<file path="config.mk">
export PLATFORM = sky130hd
export DESIGN_NAME = uart_monitor
export DESIGN_NICKNAME = d
export VERILOG_FILES = /design/src/hdl/mon_char_pkg.sv /design/src/hdl/mon_cmd_pkg.sv /design/src/hdl/breakpoint_reg.sv /design/src/hdl/char_decoder.sv /design/src/hdl/cmd_fsm.sv /design/src/hdl/hex_word_assembler.sv /design/src/hdl/uart_monitor.sv
export SDC_FILE = /design/constraint.sdc
export NUM_CORES = 1
export LEC_CHECK = 0
export BUFFER_PORTS_ARGS = -buffer_cell sky130_fd_sc_hd__buf_2
export CAP_MARGIN = 0
export CORE_ASPECT_RATIO = 1.75
export CORE_MARGIN = 5
export CORE_UTILIZATION = 51
export CTS_CLUSTER_SIZE = 16
export DETAILED_ROUTE_END_ITERATION = 7
export GPL_TIMING_DRIVEN = 0
export PLACE_DENSITY = 0.76
export SLEW_MARGIN = 20
export SYNTH_ARGS = -nofsm -noshare
export SYNTH_HDL_FRONTEND = slang
export SYNTH_HIERARCHICAL = 1
export SYNTH_SLANG_ARGS = --single-unit
</file>
<file path="constraint.sdc">
create_clock -name clk -period 2.2 [get_ports clk]
set_clock_uncertainty 0.05 [all_clocks]
set_input_delay 0.11 -clock clk [delete_from_list [all_inputs] [get_ports clk]]
set_output_delay 0.11 -clock clk [all_outputs]
set_load 0.005 [all_outputs]
</file>
<file path="src/hdl/mon_char_pkg.sv">
// received character codes for the monitor command line
// hex digits are '0'..'9' and lower case 'a'..'f' only, upper case is not a digit
// class codes are internal to the decoder, one class per character
package mon_char_pkg;

	localparam int CHAR_W = 8; // one uart character

	// command letters
	localparam logic [CHAR_W-1:0] CHR_CTRL_C = 8'h03; // quit from any command
	localparam logic [CHAR_W-1:0] CHR_CR     = 8'h0d; // line feed request
	localparam logic [CHAR_W-1:0] CHR_G      = 8'h67; // go to address and run
	localparam logic [CHAR_W-1:0] CHR_W      = 8'h77; // write data memory
	localparam logic [CHAR_W-1:0] CHR_R      = 8'h72; // read and dump data memory
	localparam logic [CHAR_W-1:0] CHR_T      = 8'h74; // trash memory to zero
	localparam logic [CHAR_W-1:0] CHR_S      = 8'h73; // set breakpoint

	// hex digit ranges
	localparam logic [CHAR_W-1:0] CHR_0    = 8'h30;
	localparam logic [CHAR_W-1:0] CHR_9    = 8'h39;
	localparam logic [CHAR_W-1:0] CHR_LC_A = 8'h61;
	localparam logic [CHAR_W-1:0] CHR_LC_F = 8'h66;

	// decoded classes
	localparam int CLS_BITS = 4;
	localparam logic [CLS_BITS-1:0] CLS_NONE  = 4'd0; // unknown, ignored
	localparam logic [CLS_BITS-1:0] CLS_HEX   = 4'd1; // digit, nibble valid
	localparam logic [CLS_BITS-1:0] CLS_GO    = 4'd2;
	localparam logic [CLS_BITS-1:0] CLS_QUIT  = 4'd3;
	localparam logic [CLS_BITS-1:0] CLS_WRITE = 4'd4;
	localparam logic [CLS_BITS-1:0] CLS_READ  = 4'd5;
	localparam logic [CLS_BITS-1:0] CLS_TRASH = 4'd6;
	localparam logic [CLS_BITS-1:0] CLS_SET   = 4'd7;
	localparam logic [CLS_BITS-1:0] CLS_CR    = 4'd8;

endpackage

</file>
<file path="src/hdl/mon_cmd_pkg.sv">
// command level definitions, state encoding and the assembled word
// a word is always eight hex digits, most significant digit typed first
// the breakpoint view ignores bit 1 of the word
package mon_cmd_pkg;

	localparam int WORD_W          = 32; // data and address width
	localparam int DIGITS_PER_WORD = 8;  // hex digits per word
	localparam int DIGIT_CNT_W     = $clog2(DIGITS_PER_WORD); // wraps after last digit

	// command states, 4 bit encoding
	typedef enum logic [3:0] {
		IDLE    = 4'd0, // waiting for a command letter
		G_ADDR  = 4'd1, // g, collecting start address
		G_RUN   = 4'd2, // cpu running until quit or breakpoint
		W_ADDR  = 4'd3, // w, collecting write address
		W_DATA  = 4'd4, // w, data words until quit
		R_START = 4'd5, // r, start address
		R_END   = 4'd6, // r, end address
		R_DUMP  = 4'd7, // dump in progress
		TRASH   = 4'd8, // memory clear in progress
		S_ADDR  = 4'd9  // s, breakpoint word
	} cmd_state_t;

	// breakpoint reading of the word
	typedef struct packed {
		logic [WORD_W-3:0] bp_addr;    // word address, pc bits 31:2
		logic              rsvd;       // not used
		logic              bp_disable; // 1 clears the enable
	} bp_word_t;

	// one assembled word, two readings
	typedef union packed {
		logic [WORD_W-1:0] data; // plain data or address
		bp_word_t          bp;   // breakpoint setting
	} mon_word_u;

endpackage

</file>
<file path="src/hdl/breakpoint_reg.sv">
// single breakpoint on a word address, pc bits 1:0 ignored
// hit is only reported while the cpu runs
`timescale 1ns/10ps

module breakpoint_reg
	import mon_cmd_pkg::*;
(
	input  logic              clk,
	input  logic              rst_n,
	input  logic              bp_load,      // s word completed
	input  mon_word_u         word,
	input  logic [WORD_W-1:0] pc_data,
	input  logic              cpu_run_state,
	output logic              bp_hit
);

	logic [WORD_W-3:0] bp_addr_q; // stored word address
	logic              bp_en_q;

	always_ff @(posedge clk or negedge rst_n) begin
		if (!rst_n) begin
			bp_addr_q <= '0;
			bp_en_q   <= 1'b0; // disabled out of reset
		end else if (bp_load) begin
			bp_addr_q <= word.bp.bp_addr;
			bp_en_q   <= ~word.bp.bp_disable; // bit 0 set turns it off
		end
	end

	// compare on pc bits 31:2
	assign bp_hit = bp_en_q & cpu_run_state & (pc_data[WORD_W-1:2] == bp_addr_q);

endmodule

</file>
<file path="src/hdl/char_decoder.sv">
// sorts each received character into a hex nibble or a command strobe
// rx_valid is a one cycle strobe, at most one character per cycle
// all outputs are one cycle after rx_valid and last one cycle
`timescale 1ns/10ps

module char_decoder
	import mon_char_pkg::*;
(
	input  logic              clk,
	input  logic              rst_n,
	input  logic [CHAR_W-1:0] rx_char,
	input  logic              rx_valid,
	output logic [3:0]        nibble,    // digit value, qualified by hex_valid
	output logic              hex_valid,
	output logic              cmd_g,
	output logic              cmd_quit,
	output logic              cmd_w,
	output logic              cmd_r,
	output logic              cmd_t,
	output logic              cmd_s,
	output logic              cmd_cr
);

	logic [CHAR_W-1:0]   char_q;  // held character
	logic                valid_q; // delayed rx_valid
	logic [CLS_BITS-1:0] cls;     // class of held character
	logic [3:0]          nib;

	always_ff @(posedge clk) begin
		if (rx_valid)
			char_q <= rx_char; // capture only on strobe
	end

	always_ff @(posedge clk or negedge rst_n) begin
		if (!rst_n)
			valid_q <= 1'b0;
		else
			valid_q <= rx_valid;
	end

	// classify held character
	always_comb begin
		cls = CLS_NONE;
		nib = 4'h0;
		if (char_q >= CHR_0 && char_q <= CHR_9) begin
			cls = CLS_HEX;
			nib = char_q[3:0]; // '0'..'9' low nibble is the value
		end else if (char_q >= CHR_LC_A && char_q <= CHR_LC_F) begin
			cls = CLS_HEX;
			nib = char_q[3:0] + 4'd9; // 'a' is 0x61 -> 10
		end else begin
			case (char_q)
				CHR_G:      cls = CLS_GO;
				CHR_CTRL_C: cls = CLS_QUIT;
				CHR_W:      cls = CLS_WRITE;
				CHR_R:      cls = CLS_READ;
				CHR_T:      cls = CLS_TRASH;
				CHR_S:      cls = CLS_SET;
				CHR_CR:     cls = CLS_CR;
				default:    cls = CLS_NONE; // upper case, punctuation etc
			endcase
		end
	end

	assign nibble = nib;

	// qualify with delayed valid
	assign hex_valid = valid_q & (cls == CLS_HEX);
	assign cmd_g     = valid_q & (cls == CLS_GO);
	assign cmd_quit  = valid_q & (cls == CLS_QUIT);
	assign cmd_w     = valid_q & (cls == CLS_WRITE);
	assign cmd_r     = valid_q & (cls == CLS_READ);
	assign cmd_t     = valid_q & (cls == CLS_TRASH);
	assign cmd_s     = valid_q & (cls == CLS_SET);
	assign cmd_cr    = valid_q & (cls == CLS_CR);

endmodule

</file>
<file path="src/hdl/cmd_fsm.sv">
// command state machine of the monitor
// strobes are combinational from the decoder and word_valid cycles
// cpu_start is delayed three cycles from the g address word
// dump_running and trash_running only hold R_DUMP and TRASH
`timescale 1ns/10ps

module cmd_fsm
	import mon_cmd_pkg::*;
(
	input  logic clk,
	input  logic rst_n,
	input  logic cmd_g,
	input  logic cmd_quit,
	input  logic cmd_w,
	input  logic cmd_r,
	input  logic cmd_t,
	input  logic cmd_s,
	input  logic cmd_cr,
	input  logic word_valid,
	input  logic dump_running,
	input  logic trash_running,
	input  logic cpu_run_state,
	input  logic bp_hit,
	output logic digit_window,
	output logic word_start,
	output logic bp_load,
	output logic write_address_set,
	output logic write_data_en,
	output logic read_start_set,
	output logic read_end_set,
	output logic read_stop,
	output logic start_trash,
	output logic quit_cmd,
	output logic crlf_in,
	output logic cpu_start
);

	cmd_state_t state;
	cmd_state_t state_nxt;
	logic       g_step; // address taken, cpu about to run
	logic       w_step;
	logic       r_step;
	logic       s_step;
	logic [2:0] start_dly;

	always_comb begin
		state_nxt = state;
		case (state)
			IDLE: begin
				// g over w over r over t over s
				if (cmd_g)
					state_nxt = G_ADDR;
				else if (cmd_w)
					state_nxt = W_ADDR;
				else if (cmd_r)
					state_nxt = R_START;
				else if (cmd_t)
					state_nxt = TRASH;
				else if (cmd_s)
					state_nxt = S_ADDR;
			end
			G_ADDR:  if (cmd_quit) state_nxt = IDLE; else if (word_valid) state_nxt = G_RUN;
			G_RUN:   if (cmd_quit || bp_hit) state_nxt = IDLE;
			W_ADDR:  if (cmd_quit) state_nxt = IDLE; else if (word_valid) state_nxt = W_DATA;
			W_DATA:  if (cmd_quit) state_nxt = IDLE; // data words until quit
			R_START: if (cmd_quit) state_nxt = IDLE; else if (word_valid) state_nxt = R_END;
			R_END:   if (cmd_quit) state_nxt = IDLE; else if (word_valid) state_nxt = R_DUMP;
			R_DUMP:  if (cmd_quit || !dump_running) state_nxt = IDLE;
			TRASH:   if (cmd_quit || !trash_running) state_nxt = IDLE;
			S_ADDR:  if (cmd_quit || word_valid) state_nxt = IDLE; // one word only
			default: state_nxt = IDLE;
		endcase
	end

	always_ff @(posedge clk or negedge rst_n) begin
		if (!rst_n)
			state <= IDLE;
		else
			state <= state_nxt;
	end

	// states that collect hex words
	assign digit_window = (state == G_ADDR) | (state == W_ADDR) | (state == W_DATA)
		| (state == R_START) | (state == R_END) | (state == S_ADDR);

	// restart digit count on a numeric command
	assign word_start = (state == IDLE) & ((state_nxt == G_ADDR) | (state_nxt == W_ADDR)
		| (state_nxt == R_START) | (state_nxt == S_ADDR));

	// word strobes, same cycle as word_valid
	assign write_address_set = (state == W_ADDR) & word_valid;
	assign write_data_en     = (state == W_DATA) & word_valid;
	assign read_start_set    = (state == R_START) & word_valid;
	assign read_end_set      = (state == R_END) & word_valid;
	assign bp_load           = (state == S_ADDR) & word_valid;

	assign read_stop   = (state == R_DUMP) & cmd_quit; // abort dump
	assign start_trash = (state == IDLE) & cmd_t;
	assign quit_cmd    = cmd_quit | bp_hit;            // breakpoint acts as quit

	// line feed terms
	assign g_step = (state == G_ADDR) & (state_nxt == G_RUN);
	assign w_step = (state == W_ADDR) & (state_nxt == W_DATA);
	assign r_step = (state == R_END) & (state_nxt == R_DUMP);
	assign s_step = (state == S_ADDR) & word_valid;

	assign crlf_in = cmd_quit | cmd_cr | (cmd_t & ~cpu_run_state)
		| g_step | w_step | r_step | s_step;

	// cpu start, three stages after g_step
	always_ff @(posedge clk or negedge rst_n) begin
		if (!rst_n)
			start_dly <= 3'b000;
		else
			start_dly <= {start_dly[1:0], g_step};
	end

	assign cpu_start = start_dly[2];

endmodule

</file>
<file path="src/hdl/hex_word_assembler.sv">
// packs hex nibbles into a word, eight digits per word
// digits are taken only while digit_window is high
// word and word_valid come one cycle after the eighth digit strobe
`timescale 1ns/10ps

module hex_word_assembler
	import mon_cmd_pkg::*;
(
	input  logic       clk,
	input  logic       rst_n,
	input  logic [3:0] nibble,
	input  logic       hex_valid,
	input  logic       digit_window, // state accepts numbers
	input  logic       word_start,   // numeric command accepted in IDLE
	input  logic       quit,
	output mon_word_u  word,
	output logic       word_valid    // one cycle, with the new word
);

	logic [WORD_W-1:0]      shift_q;
	logic [WORD_W-1:0]      shifted;
	logic [DIGIT_CNT_W-1:0] cnt_q;   // digits taken in current word
	logic                   take;
	logic                   last_digit;

	assign take       = hex_valid & digit_window;
	assign shifted    = {shift_q[WORD_W-5:0], nibble}; // new digit at low end
	assign last_digit = take & (cnt_q == DIGIT_CNT_W'(DIGITS_PER_WORD - 1));

	// shift register
	always_ff @(posedge clk or negedge rst_n) begin
		if (!rst_n)
			shift_q <= '0;
		else if (quit)
			shift_q <= '0; // drop partial word
		else if (take)
			shift_q <= shifted;
	end

	// digit counter, wraps to 0 after the last digit
	always_ff @(posedge clk or negedge rst_n) begin
		if (!rst_n)
			cnt_q <= '0;
		else if (word_start || quit)
			cnt_q <= '0;
		else if (take)
			cnt_q <= cnt_q + 1'b1;
	end

	// output word, loaded with the completing digit included
	always_ff @(posedge clk or negedge rst_n) begin
		if (!rst_n)
			word <= '0;
		else if (last_digit)
			word.data <= shifted;
	end

	always_ff @(posedge clk or negedge rst_n) begin
		if (!rst_n)
			word_valid <= 1'b0;
		else
			word_valid <= last_digit; // aligned with the loaded word
	end

endmodule

</file>
<file path="src/hdl/uart_monitor.sv">
// command front end of the uart debug monitor
// memory, dump, trash and run logic sit outside and use the strobes
// no back-pressure, characters are taken as they arrive
`timescale 1ns/10ps

module uart_monitor
	import mon_char_pkg::*;
	import mon_cmd_pkg::*;
(
	input  logic              clk,
	input  logic              rst_n,
	input  logic [CHAR_W-1:0] rx_char,
	input  logic              rx_valid,
	input  logic              dump_running,
	input  logic              trash_running,
	input  logic              cpu_run_state,
	input  logic [WORD_W-1:0] pc_data,
	output logic [WORD_W-1:0] uart_data, // last assembled word
	output logic              cpu_start,
	output logic              write_address_set,
	output logic              write_data_en,
	output logic              read_start_set,
	output logic              read_end_set,
	output logic              read_stop,
	output logic              start_trash,
	output logic              quit_cmd,
	output logic              crlf_in
);

	logic [3:0] nibble;
	logic       hex_valid;
	logic       cmd_g, cmd_quit, cmd_w, cmd_r, cmd_t, cmd_s, cmd_cr;
	logic       digit_window, word_start, word_valid;
	logic       bp_load, bp_hit;
	mon_word_u  word;

	char_decoder i_dec (
		.clk(clk), .rst_n(rst_n), .rx_char(rx_char), .rx_valid(rx_valid),
		.nibble(nibble), .hex_valid(hex_valid),
		.cmd_g(cmd_g), .cmd_quit(cmd_quit), .cmd_w(cmd_w), .cmd_r(cmd_r),
		.cmd_t(cmd_t), .cmd_s(cmd_s), .cmd_cr(cmd_cr)
	);

	// quit straight from the decoder drops a partial word
	hex_word_assembler i_asm (
		.clk(clk), .rst_n(rst_n), .nibble(nibble), .hex_valid(hex_valid),
		.digit_window(digit_window), .word_start(word_start), .quit(cmd_quit),
		.word(word), .word_valid(word_valid)
	);

	cmd_fsm i_fsm (
		.clk(clk), .rst_n(rst_n),
		.cmd_g(cmd_g), .cmd_quit(cmd_quit), .cmd_w(cmd_w), .cmd_r(cmd_r),
		.cmd_t(cmd_t), .cmd_s(cmd_s), .cmd_cr(cmd_cr),
		.word_valid(word_valid), .dump_running(dump_running),
		.trash_running(trash_running), .cpu_run_state(cpu_run_state), .bp_hit(bp_hit),
		.digit_window(digit_window), .word_start(word_start), .bp_load(bp_load),
		.write_address_set(write_address_set), .write_data_en(write_data_en),
		.read_start_set(read_start_set), .read_end_set(read_end_set),
		.read_stop(read_stop), .start_trash(start_trash), .quit_cmd(quit_cmd),
		.crlf_in(crlf_in), .cpu_start(cpu_start)
	);

	breakpoint_reg i_bp (
		.clk(clk), .rst_n(rst_n), .bp_load(bp_load), .word(word),
		.pc_data(pc_data), .cpu_run_state(cpu_run_state), .bp_hit(bp_hit)
	);

	assign uart_data = word.data; // plain data view

endmodule

</file>
==> summary.txt, run 1 <==
Setup path
  • Startpoint Class: flop
  • Crit Path Category: reg -> reg
  • CP max stage delay: 460 ps
  • Setup slack, reg-to-reg: -430 ps
  • Crit-path cells: buf_6, and3_2, a2111oi_4, buf_4, or2_4, nor4b_4, buf_6, or2_4, o41ai_1, or3_1
  • Crit path required time: 2430 ps
  • Reg-to-Reg Start: i_dec/char_q[1]
  • Worst r2r path cells: 10
  • R2R Path End: i_fsm/state[1]
  • WP data arrival: 2870 ps
  • Crit-path max FO: 7
  • CP max-delay cell: edfxtp_1
  • CP Capture Type: flop

Cells and area
  • # diodes: 0
  • Most frequent cells in the layout: 103 x dfrtp_1, 90 x buf_2, 34 x mux2_2
  • Layout Nets: 642
  • Layout Cells excl Fill: 725
  • Register cell area after layout: 2820 sq um
  • Area occupied by multi-input gates: 3000 sq um
  • Fillers: 691
  • Layout area overhead: 35.3%
  • Share of cells above drive strength 1: 55.8%
  • Most common cell after layout, fill and taps aside: dfrtp_1

Power and ir drop
  • Total power: 4.51 mW
  • Leakage: 3.66 nW
  • VDD IR-drop max: 0.631 mV
  • Pwr per Cell Area: 599 nW/um^2

Logic synthesis
  • Yosys warns: 6
  • Synth Cell Area: 5560 sq um
  • Synth Flop Type: dfrtp_1
  • Post-Synthesis Net Count: 501
  • Post-synth EDFFs: 8
  • Synth Register Bits: 111
  • Asr flop ratio synth: 92.8%
  • Syn Inst Count: 449
  • Synthesized area per cell: 12.4 sq um
  • Sequential share of the synthesized area: 50.6%
  • Distinct cells, synth: 64

Detailed routing
  • DRT antenna net count: 0
  • DRT iter0 DRCs: 245
  • Vias after detailed routing: 4251
  • Aggregate routed wire length: 16.0 mm
  • Vias per cell: 5.86
  • DR WL/cell: 22.1 microns
  • DRC: 0
  • DR pass1 iterations: 5

Die
  • Die Width: 89.0 microns
  • Rows: 50
  • Initial Util: 52.0%
  • Die area: 13200 sq um
  • Area of the core: 10700 sq um
  • Die Y: 148 microns
  • I/O Pins: 87

STA
  • Slew Limit Headroom: 61.9%
  • Worst Max-Slew Pin Slew: 571 ps
  • FMAX: 380 MHz
  • Final setup violation count: 73
  • RSZ-0062 raised after global routing: true
  • Final Cycle Share: 120%
  • Hold Violations, Final: 0
  • Fin crit period: 2630 ps
  • Slew Viols, Final: 0
  • Fin worst setup slack: -431 ps
  • Sum Neg Setup Slack: -23370 ps

Placed design
  • Dpl cells: 664
  • I/O Buffers: 84
  • HPWL Detailed: 10.0 mm
  • Placer Congestion: 0.857

Clocking
  • Clk buf depth: 2
  • CTS root buf: clkbuf_16
  • Clk sinks: 111
  • TritonCTS Buffers: 9
  • Worst skew pair latency: 360 ps
  • CTS tree: yes
  • Clk slew on worst S/H paths: 80 ps
  • Htree depth: 3

Global routing
  • Vias in the first global route: 4510
  • Global route overflow: 0
  • First-pass GRT wire length: 24.4 mm
  • Antenna violations before repair: 0
  • Largest net degree at the start of global routing: 85
  • Gr usage total: 24.7%

Job
  • Maximum Capacitance Violations: 0

Worst hold path
  • HP Class: in -> async

Outcome
  • Run status: finished with violations
  • Failing checks: setup timing
[per-layer routing]
metal  wire length (microns)  global-route usage (%)  vias to the layer above
met3                     663                    3.99                       47
li1                        -                       -                     1905
met2                    8940                    45.7                      144
met1                    5720                    26.5                     2155
met5                       0                       0                        -
met4                     685                    11.3                        0
[what timing repair did]
item,in CTS,in global routing
hold buffers,10,0
buffers inserted,26,6
endpoints found under the setup margin,72,74
gates resized for setup,103,30
pin swaps,44,26
endpoints found under the hold margin,112,0
gates cloned,5,0
[worst max path at each step]
| stage | endpoint | start | slack, ps | cells after the start |
|---|---|---|---|---|
| final | i_fsm/state[1] | i_dec/char_q[1] | -430 | 10 |
| after global placement | i_fsm/state[1] | i_dec/char_q[1] | -430 | 10 |
| after detailed placement | i_fsm/state[1] | i_dec/char_q[1] | -500 | 10 |
| after floorplan | i_fsm/state[1] | i_dec/char_q[1] | -160 | 10 |
| after global routing | crlf_in | i_dec/char_q[1] | -540 | 10 |
| after CTS | read_stop | i_dec/char_q[1] | -330 | 8 |
[sequential cells by signal (all words and copies together) (netlist names)]
| signal | count |
|---|---|
| i_asm/word_valid | 1 |
| i_fsm/state | 4 |
| i_fsm/start_dly | 3 |
| i_bp/bp_addr_q | 30 |
| i_dec/char_q | 8 |
| i_bp/bp_en_q | 1 |
| i_asm/shift_q | 28 |
| i_asm/cnt_q | 3 |
| i_asm/word | 32 |
| i_dec/valid_q | 1 |
[Yosys cell counts, types with 2 or more instances]
library cell	count	area share, %
a211oi_1	3	0.40
a21bo_2	31	5.6
a21oi_1	33	3.0
and2_1	2	0.22
and3_1	4	0.45
buf_1	2	0.13
buf_2	16	1.4
buf_4	4	0.54
buf_6	3	0.61
clkbuf_1	4	0.27
dfrtp_1	103	46
edfxtp_1	8	4.3
ha_1	6	1.3
inv_1	7	0.47
mux2_1	9	1.8
mux2_2	34	6.9
mux2_4	20	5.4
nand2_1	8	0.54
nand2b_1	2	0.22
nand3_1	32	2.9
nand3b_1	3	0.40
nand4_1	5	0.56
nor2_1	15	1.0
nor2b_1	4	0.45
nor3_1	7	0.63
nor3b_2	2	0.45
nor4_1	9	1.0
nor4_2	2	0.45
o21ai_0	3	0.27
o21bai_1	2	0.27
o311ai_1	2	0.31
o41ai_1	2	0.31
or2_2	2	0.22
xnor2_1	11	1.7
xor2_1	20	3.1
[final cells by class]
type,instances,area share [%]
Tap cell,130,2.16
Timing Repair Buffer,130,12.2
Clock inverter,7,0.980
Multi-Input combinational cell,302,39.9
Buffer,29,4.00
Sequential cell,111,37.4
Clock buffer,9,2.99
Inverter,7,0.349
[power by group]
| group | internal (mW) | switching, mW |
|---|---|---|
| Clock | 0.805 | 0.809 |
| Sequential | 2.12 | 0.0585 |
| Combinational | 0.310 | 0.407 |
| Total | 3.23 | 1.27 |
[cell families after synthesis]
logic type | Yosys count | share of synthesized area (%)
xor gates and xnor gates | 31 | 4.88
DFF | 111 | 50.6
and+or+nand+nor | 112 | 12.7
adders and majority gates | 7 | 1.53
buffers and inverters | 36 | 3.46
AOI/OAI and AO/OA | 88 | 12.5
muxes | 64 | 14.3
[critical path: cells and delay by family (launching register included)]
kind	cells	cell delay [ps]
AO/OA/AOI/OAI	2	740
buffers and inverters	3	490
flip-flops	1	460
AND/OR/NAND/NOR	5	830
[through the flow]
stage	hold WS [ps]	cell area [sq um]	setup slack, ps	utilization, %
floorplan	-236	5630	-156	-
global placement	237	6210	-427	58.0
detailed placement	-77.4	6240	-495	58.4
CTS	112	7380	-331	69.0
global route	129	7530	-543	70.4
finish	111	7530	-431	70.4
Power figures use the tool's default switching activity.
==> run 2, diff against run 1 <==
BUFFER_PORTS_ARGS = unset   (was -buffer_cell sky130_fd_sc_hd__buf_2)
CORE_UTILIZATION = 56   (was 51)
DONT_BUFFER_PORTS = 1   (was unset)
PLACE_DENSITY = 0.74   (was 0.76)
==> run 2 against run 1 <==
Against the previous run:
- highest routed layer unchanged
- the run ends with hold timing, setup timing left
- fmax is 2.0% higher
- flip-flop and latch count stayed put
- register-to-register slack better by 50 ps
- utilization is 5.8 points higher
- largest power group unchanged
- count of clock-buffer cells in the layout is 4 higher
- global-route usage is 0.54 points higher
- cell area is 0.93% lower
- worst setup slack better by 53 ps
==> summary.txt, run 2 (synthesized netlist as in run 1, its figures left out) <==
Outcome
  • Run status: finished with violations
  • Failing checks: hold timing, setup timing

Job
  • Maximum Capacitance Violations: 0 (unchanged)

Global routing
  • Global route overflow: 0 (unchanged)
  • Antenna violations before repair: 0 (unchanged)
  • First-pass GRT wire length: 23.1 mm (-5.3%)
  • Vias in the first global route: 4323 (-4.1%)
  • Largest net degree at the start of global routing: 104 (+22%)
  • Gr usage total: 25.3% (+0.54 points)

Clocking
  • Clk buf depth: 2 (unchanged)
  • CTS root buf: clkbuf_16
  • TritonCTS Buffers: 9 (unchanged)
  • Clk sinks: 111 (unchanged)
  • Htree depth: 3 (unchanged)
  • Clk slew on worst S/H paths: 70 ps (about the same)
  • Worst skew pair latency: 350 ps (about the same)
  • CTS tree: yes

Cells and area
  • Layout area overhead: 34.1%
  • Fillers: 552 (-20%)
  • Reg with most FFs: i_asm/word
  • Util after Layout: 76.2% (+5.8 points)
  • Share of cells above drive strength 1: 55.3% (-0.54 points)
  • Max reg flops: 32 (unchanged)
  • # diodes: 0 (unchanged)
  • Most frequent cells in the layout: 103 x dfrtp_1, 34 x mux2_2, 32 x a21oi_2
  • Layout Cells excl Fill: 648 (-11%)
  • Layout Nets: 570 (-11%)
  • Largest registers: i_asm/word (32), i_bp/bp_addr_q (30), i_asm/shift_q (28)
  • Most common cell after layout, fill and taps aside: dfrtp_1

Detailed routing
  • Aggregate routed wire length: 16.5 mm (+2.9%)
  • DR WL/cell: 25.4 microns (+15%)
  • DRT antenna net count: 0 (unchanged)
  • DRT iter0 DRCs: 248 (+1.2%)
  • DR pass1 iterations: 4 (-1)
  • DRC: 0 (unchanged)
  • Vias per cell: 6.37 (+8.6%)
  • Vias after detailed routing: 4128 (-2.9%)

STA
  • Final Cycle Share: 117% (-2.4 points)
  • RSZ-0062 raised after global routing: true
  • Slew Viols, Final: 0 (unchanged)
  • Hold Violations, Final: 103 (+103)
  • FMAX: 388 MHz (+2.0%)
  • Smallest hold slack: -603 ps (-714 ps)
  • Final setup violation count: 72 (-1.4%)
  • Worst Max-Slew Pin Slew: 530 ps (-40.9 ps)
  • Fin worst setup slack: -379 ps (+52.6 ps)
  • Fin crit period: 2580 ps (-52.6 ps)
  • Slew Limit Headroom: 64.5% (+2.6 points)

Die
  • I/O Pins: 87 (unchanged)
  • Die area: 12100 sq um (-8.1%)
  • Rows: 48 (-4.0%)
  • Area of the core: 9790 sq um (-8.5%)
  • Die Width: 85.4 microns (-4.1%)
  • Die Y: 142 microns (-4.3%)
  • Initial Util: 56.8% (+4.8 points)

Setup path
  • CP endpoint: i_fsm/state[1]
  • Startpoint Class: flop
  • Crit-path max FO: 8 (+1)
  • Reg-to-Reg Start: i_dec/char_q[1]
  • WP data arrival: 2820 ps (-50 ps)
  • Crit path required time: 2440 ps (about the same)
  • Setup slack, reg-to-reg: -380 ps (+50 ps)
  • Worst r2r path cells: 10 (unchanged)
  • Setup crit start: i_dec/char_q[1]
  • Crit Path Category: reg -> reg
  • R2R Path End: i_fsm/state[1]
  • CP Capture Type: flop

Placed design
  • Placer Congestion: 0.893 (+4.2%)
  • HPWL Detailed: 9.36 mm (-6.5%)
  • I/O Buffers: 0 (-100%)
  • Dpl cells: 574 (-14%)

Power and ir drop
  • VDD IR-drop max: 0.506 mV (-20%)
  • Pwr per Cell Area: 603 nW/um^2 (+0.66%)
  • Leakage: 3.39 nW (-7.3%)

Worst hold path
  • HP Class: in -> async
==> run 2: cell type report <==
class                   count  area [sq um]  area share (%)
flip-flops and latches    111          2820            37.8
inverters                   7          26.3           0.352
clock buffers              13           272            3.64
multi-input cells         302          3250            43.5
repair buffers             58           629            8.44
plain buffers              29           290            3.89
well taps                 125           156            2.10
clock inverters             3          22.5           0.302
==> run 2: worst min-delay path by stage <==
stage                     slack [ps]              to  depth (start not counted)
after CTS                       -610  i_fsm/state[0]                          0
after detailed placement        -230  i_fsm/state[0]                          0
after global routing            -620  i_fsm/state[0]                          0
final                           -600  i_fsm/state[0]                          0
after floorplan                 -240  i_asm/cnt_q[0]                          0
after global placement          -230  i_fsm/state[2]                          0
==> run 2: metrics by stage <==
| step | setup slack, ps | hold WS (ps) | cell area, sq um | power (mW) | TNS (ps) |
|---|---|---|---|---|---|
| floorplan | -156 | -236 | 5630 | 2.55 | -2090 |
| global placement | -369 | -232 | 5780 | 2.63 | -14610 |
| detailed placement | -422 | -233 | 5780 | 2.65 | -18930 |
| CTS | -354 | -610 | 7010 | 4.36 | -21010 |
| global route | -482 | -617 | 7460 | 4.64 | -28960 |
| finish | -379 | -603 | 7460 | 4.50 | -21020 |
==> run 2: report_power, final <==
group / total, mW / switching, mW / internal [mW]
Sequential: 2.19 / 0.0672 / 2.12
Combinational: 0.703 / 0.399 / 0.304
Clock: 1.61 / 0.731 / 0.874
Total: 4.50 / 1.20 / 3.30
==> run 2: timing repair <==
action | CTS | global route
buffers inserted | 34 | 11
pin swaps | 35 | 40
endpoints found under the hold margin | 120 | 104
setup endpoints to repair | 72 | 73
hold buffers | 9 | 1
resized for setup | 112 | 78
gates cloned | 7 | 1
==> run 2: critical path: stages (launching register included) <==
cell and delay [ps]:
edfxtp_1 420, buf_6 140, buf_4 130, ha_4 180, and2b_2 240, o22a_4 290
nor4b_4 150, buf_6 150, or2_2 330, o41ai_1 290, or3_1 150
==> run 2: per-layer routing <==
layer	track usage, %	share of wire [%]
met2	46.4	55
met1	24.3	32
met5	0	0
met3	6.28	5.9
met4	16.6	6.7
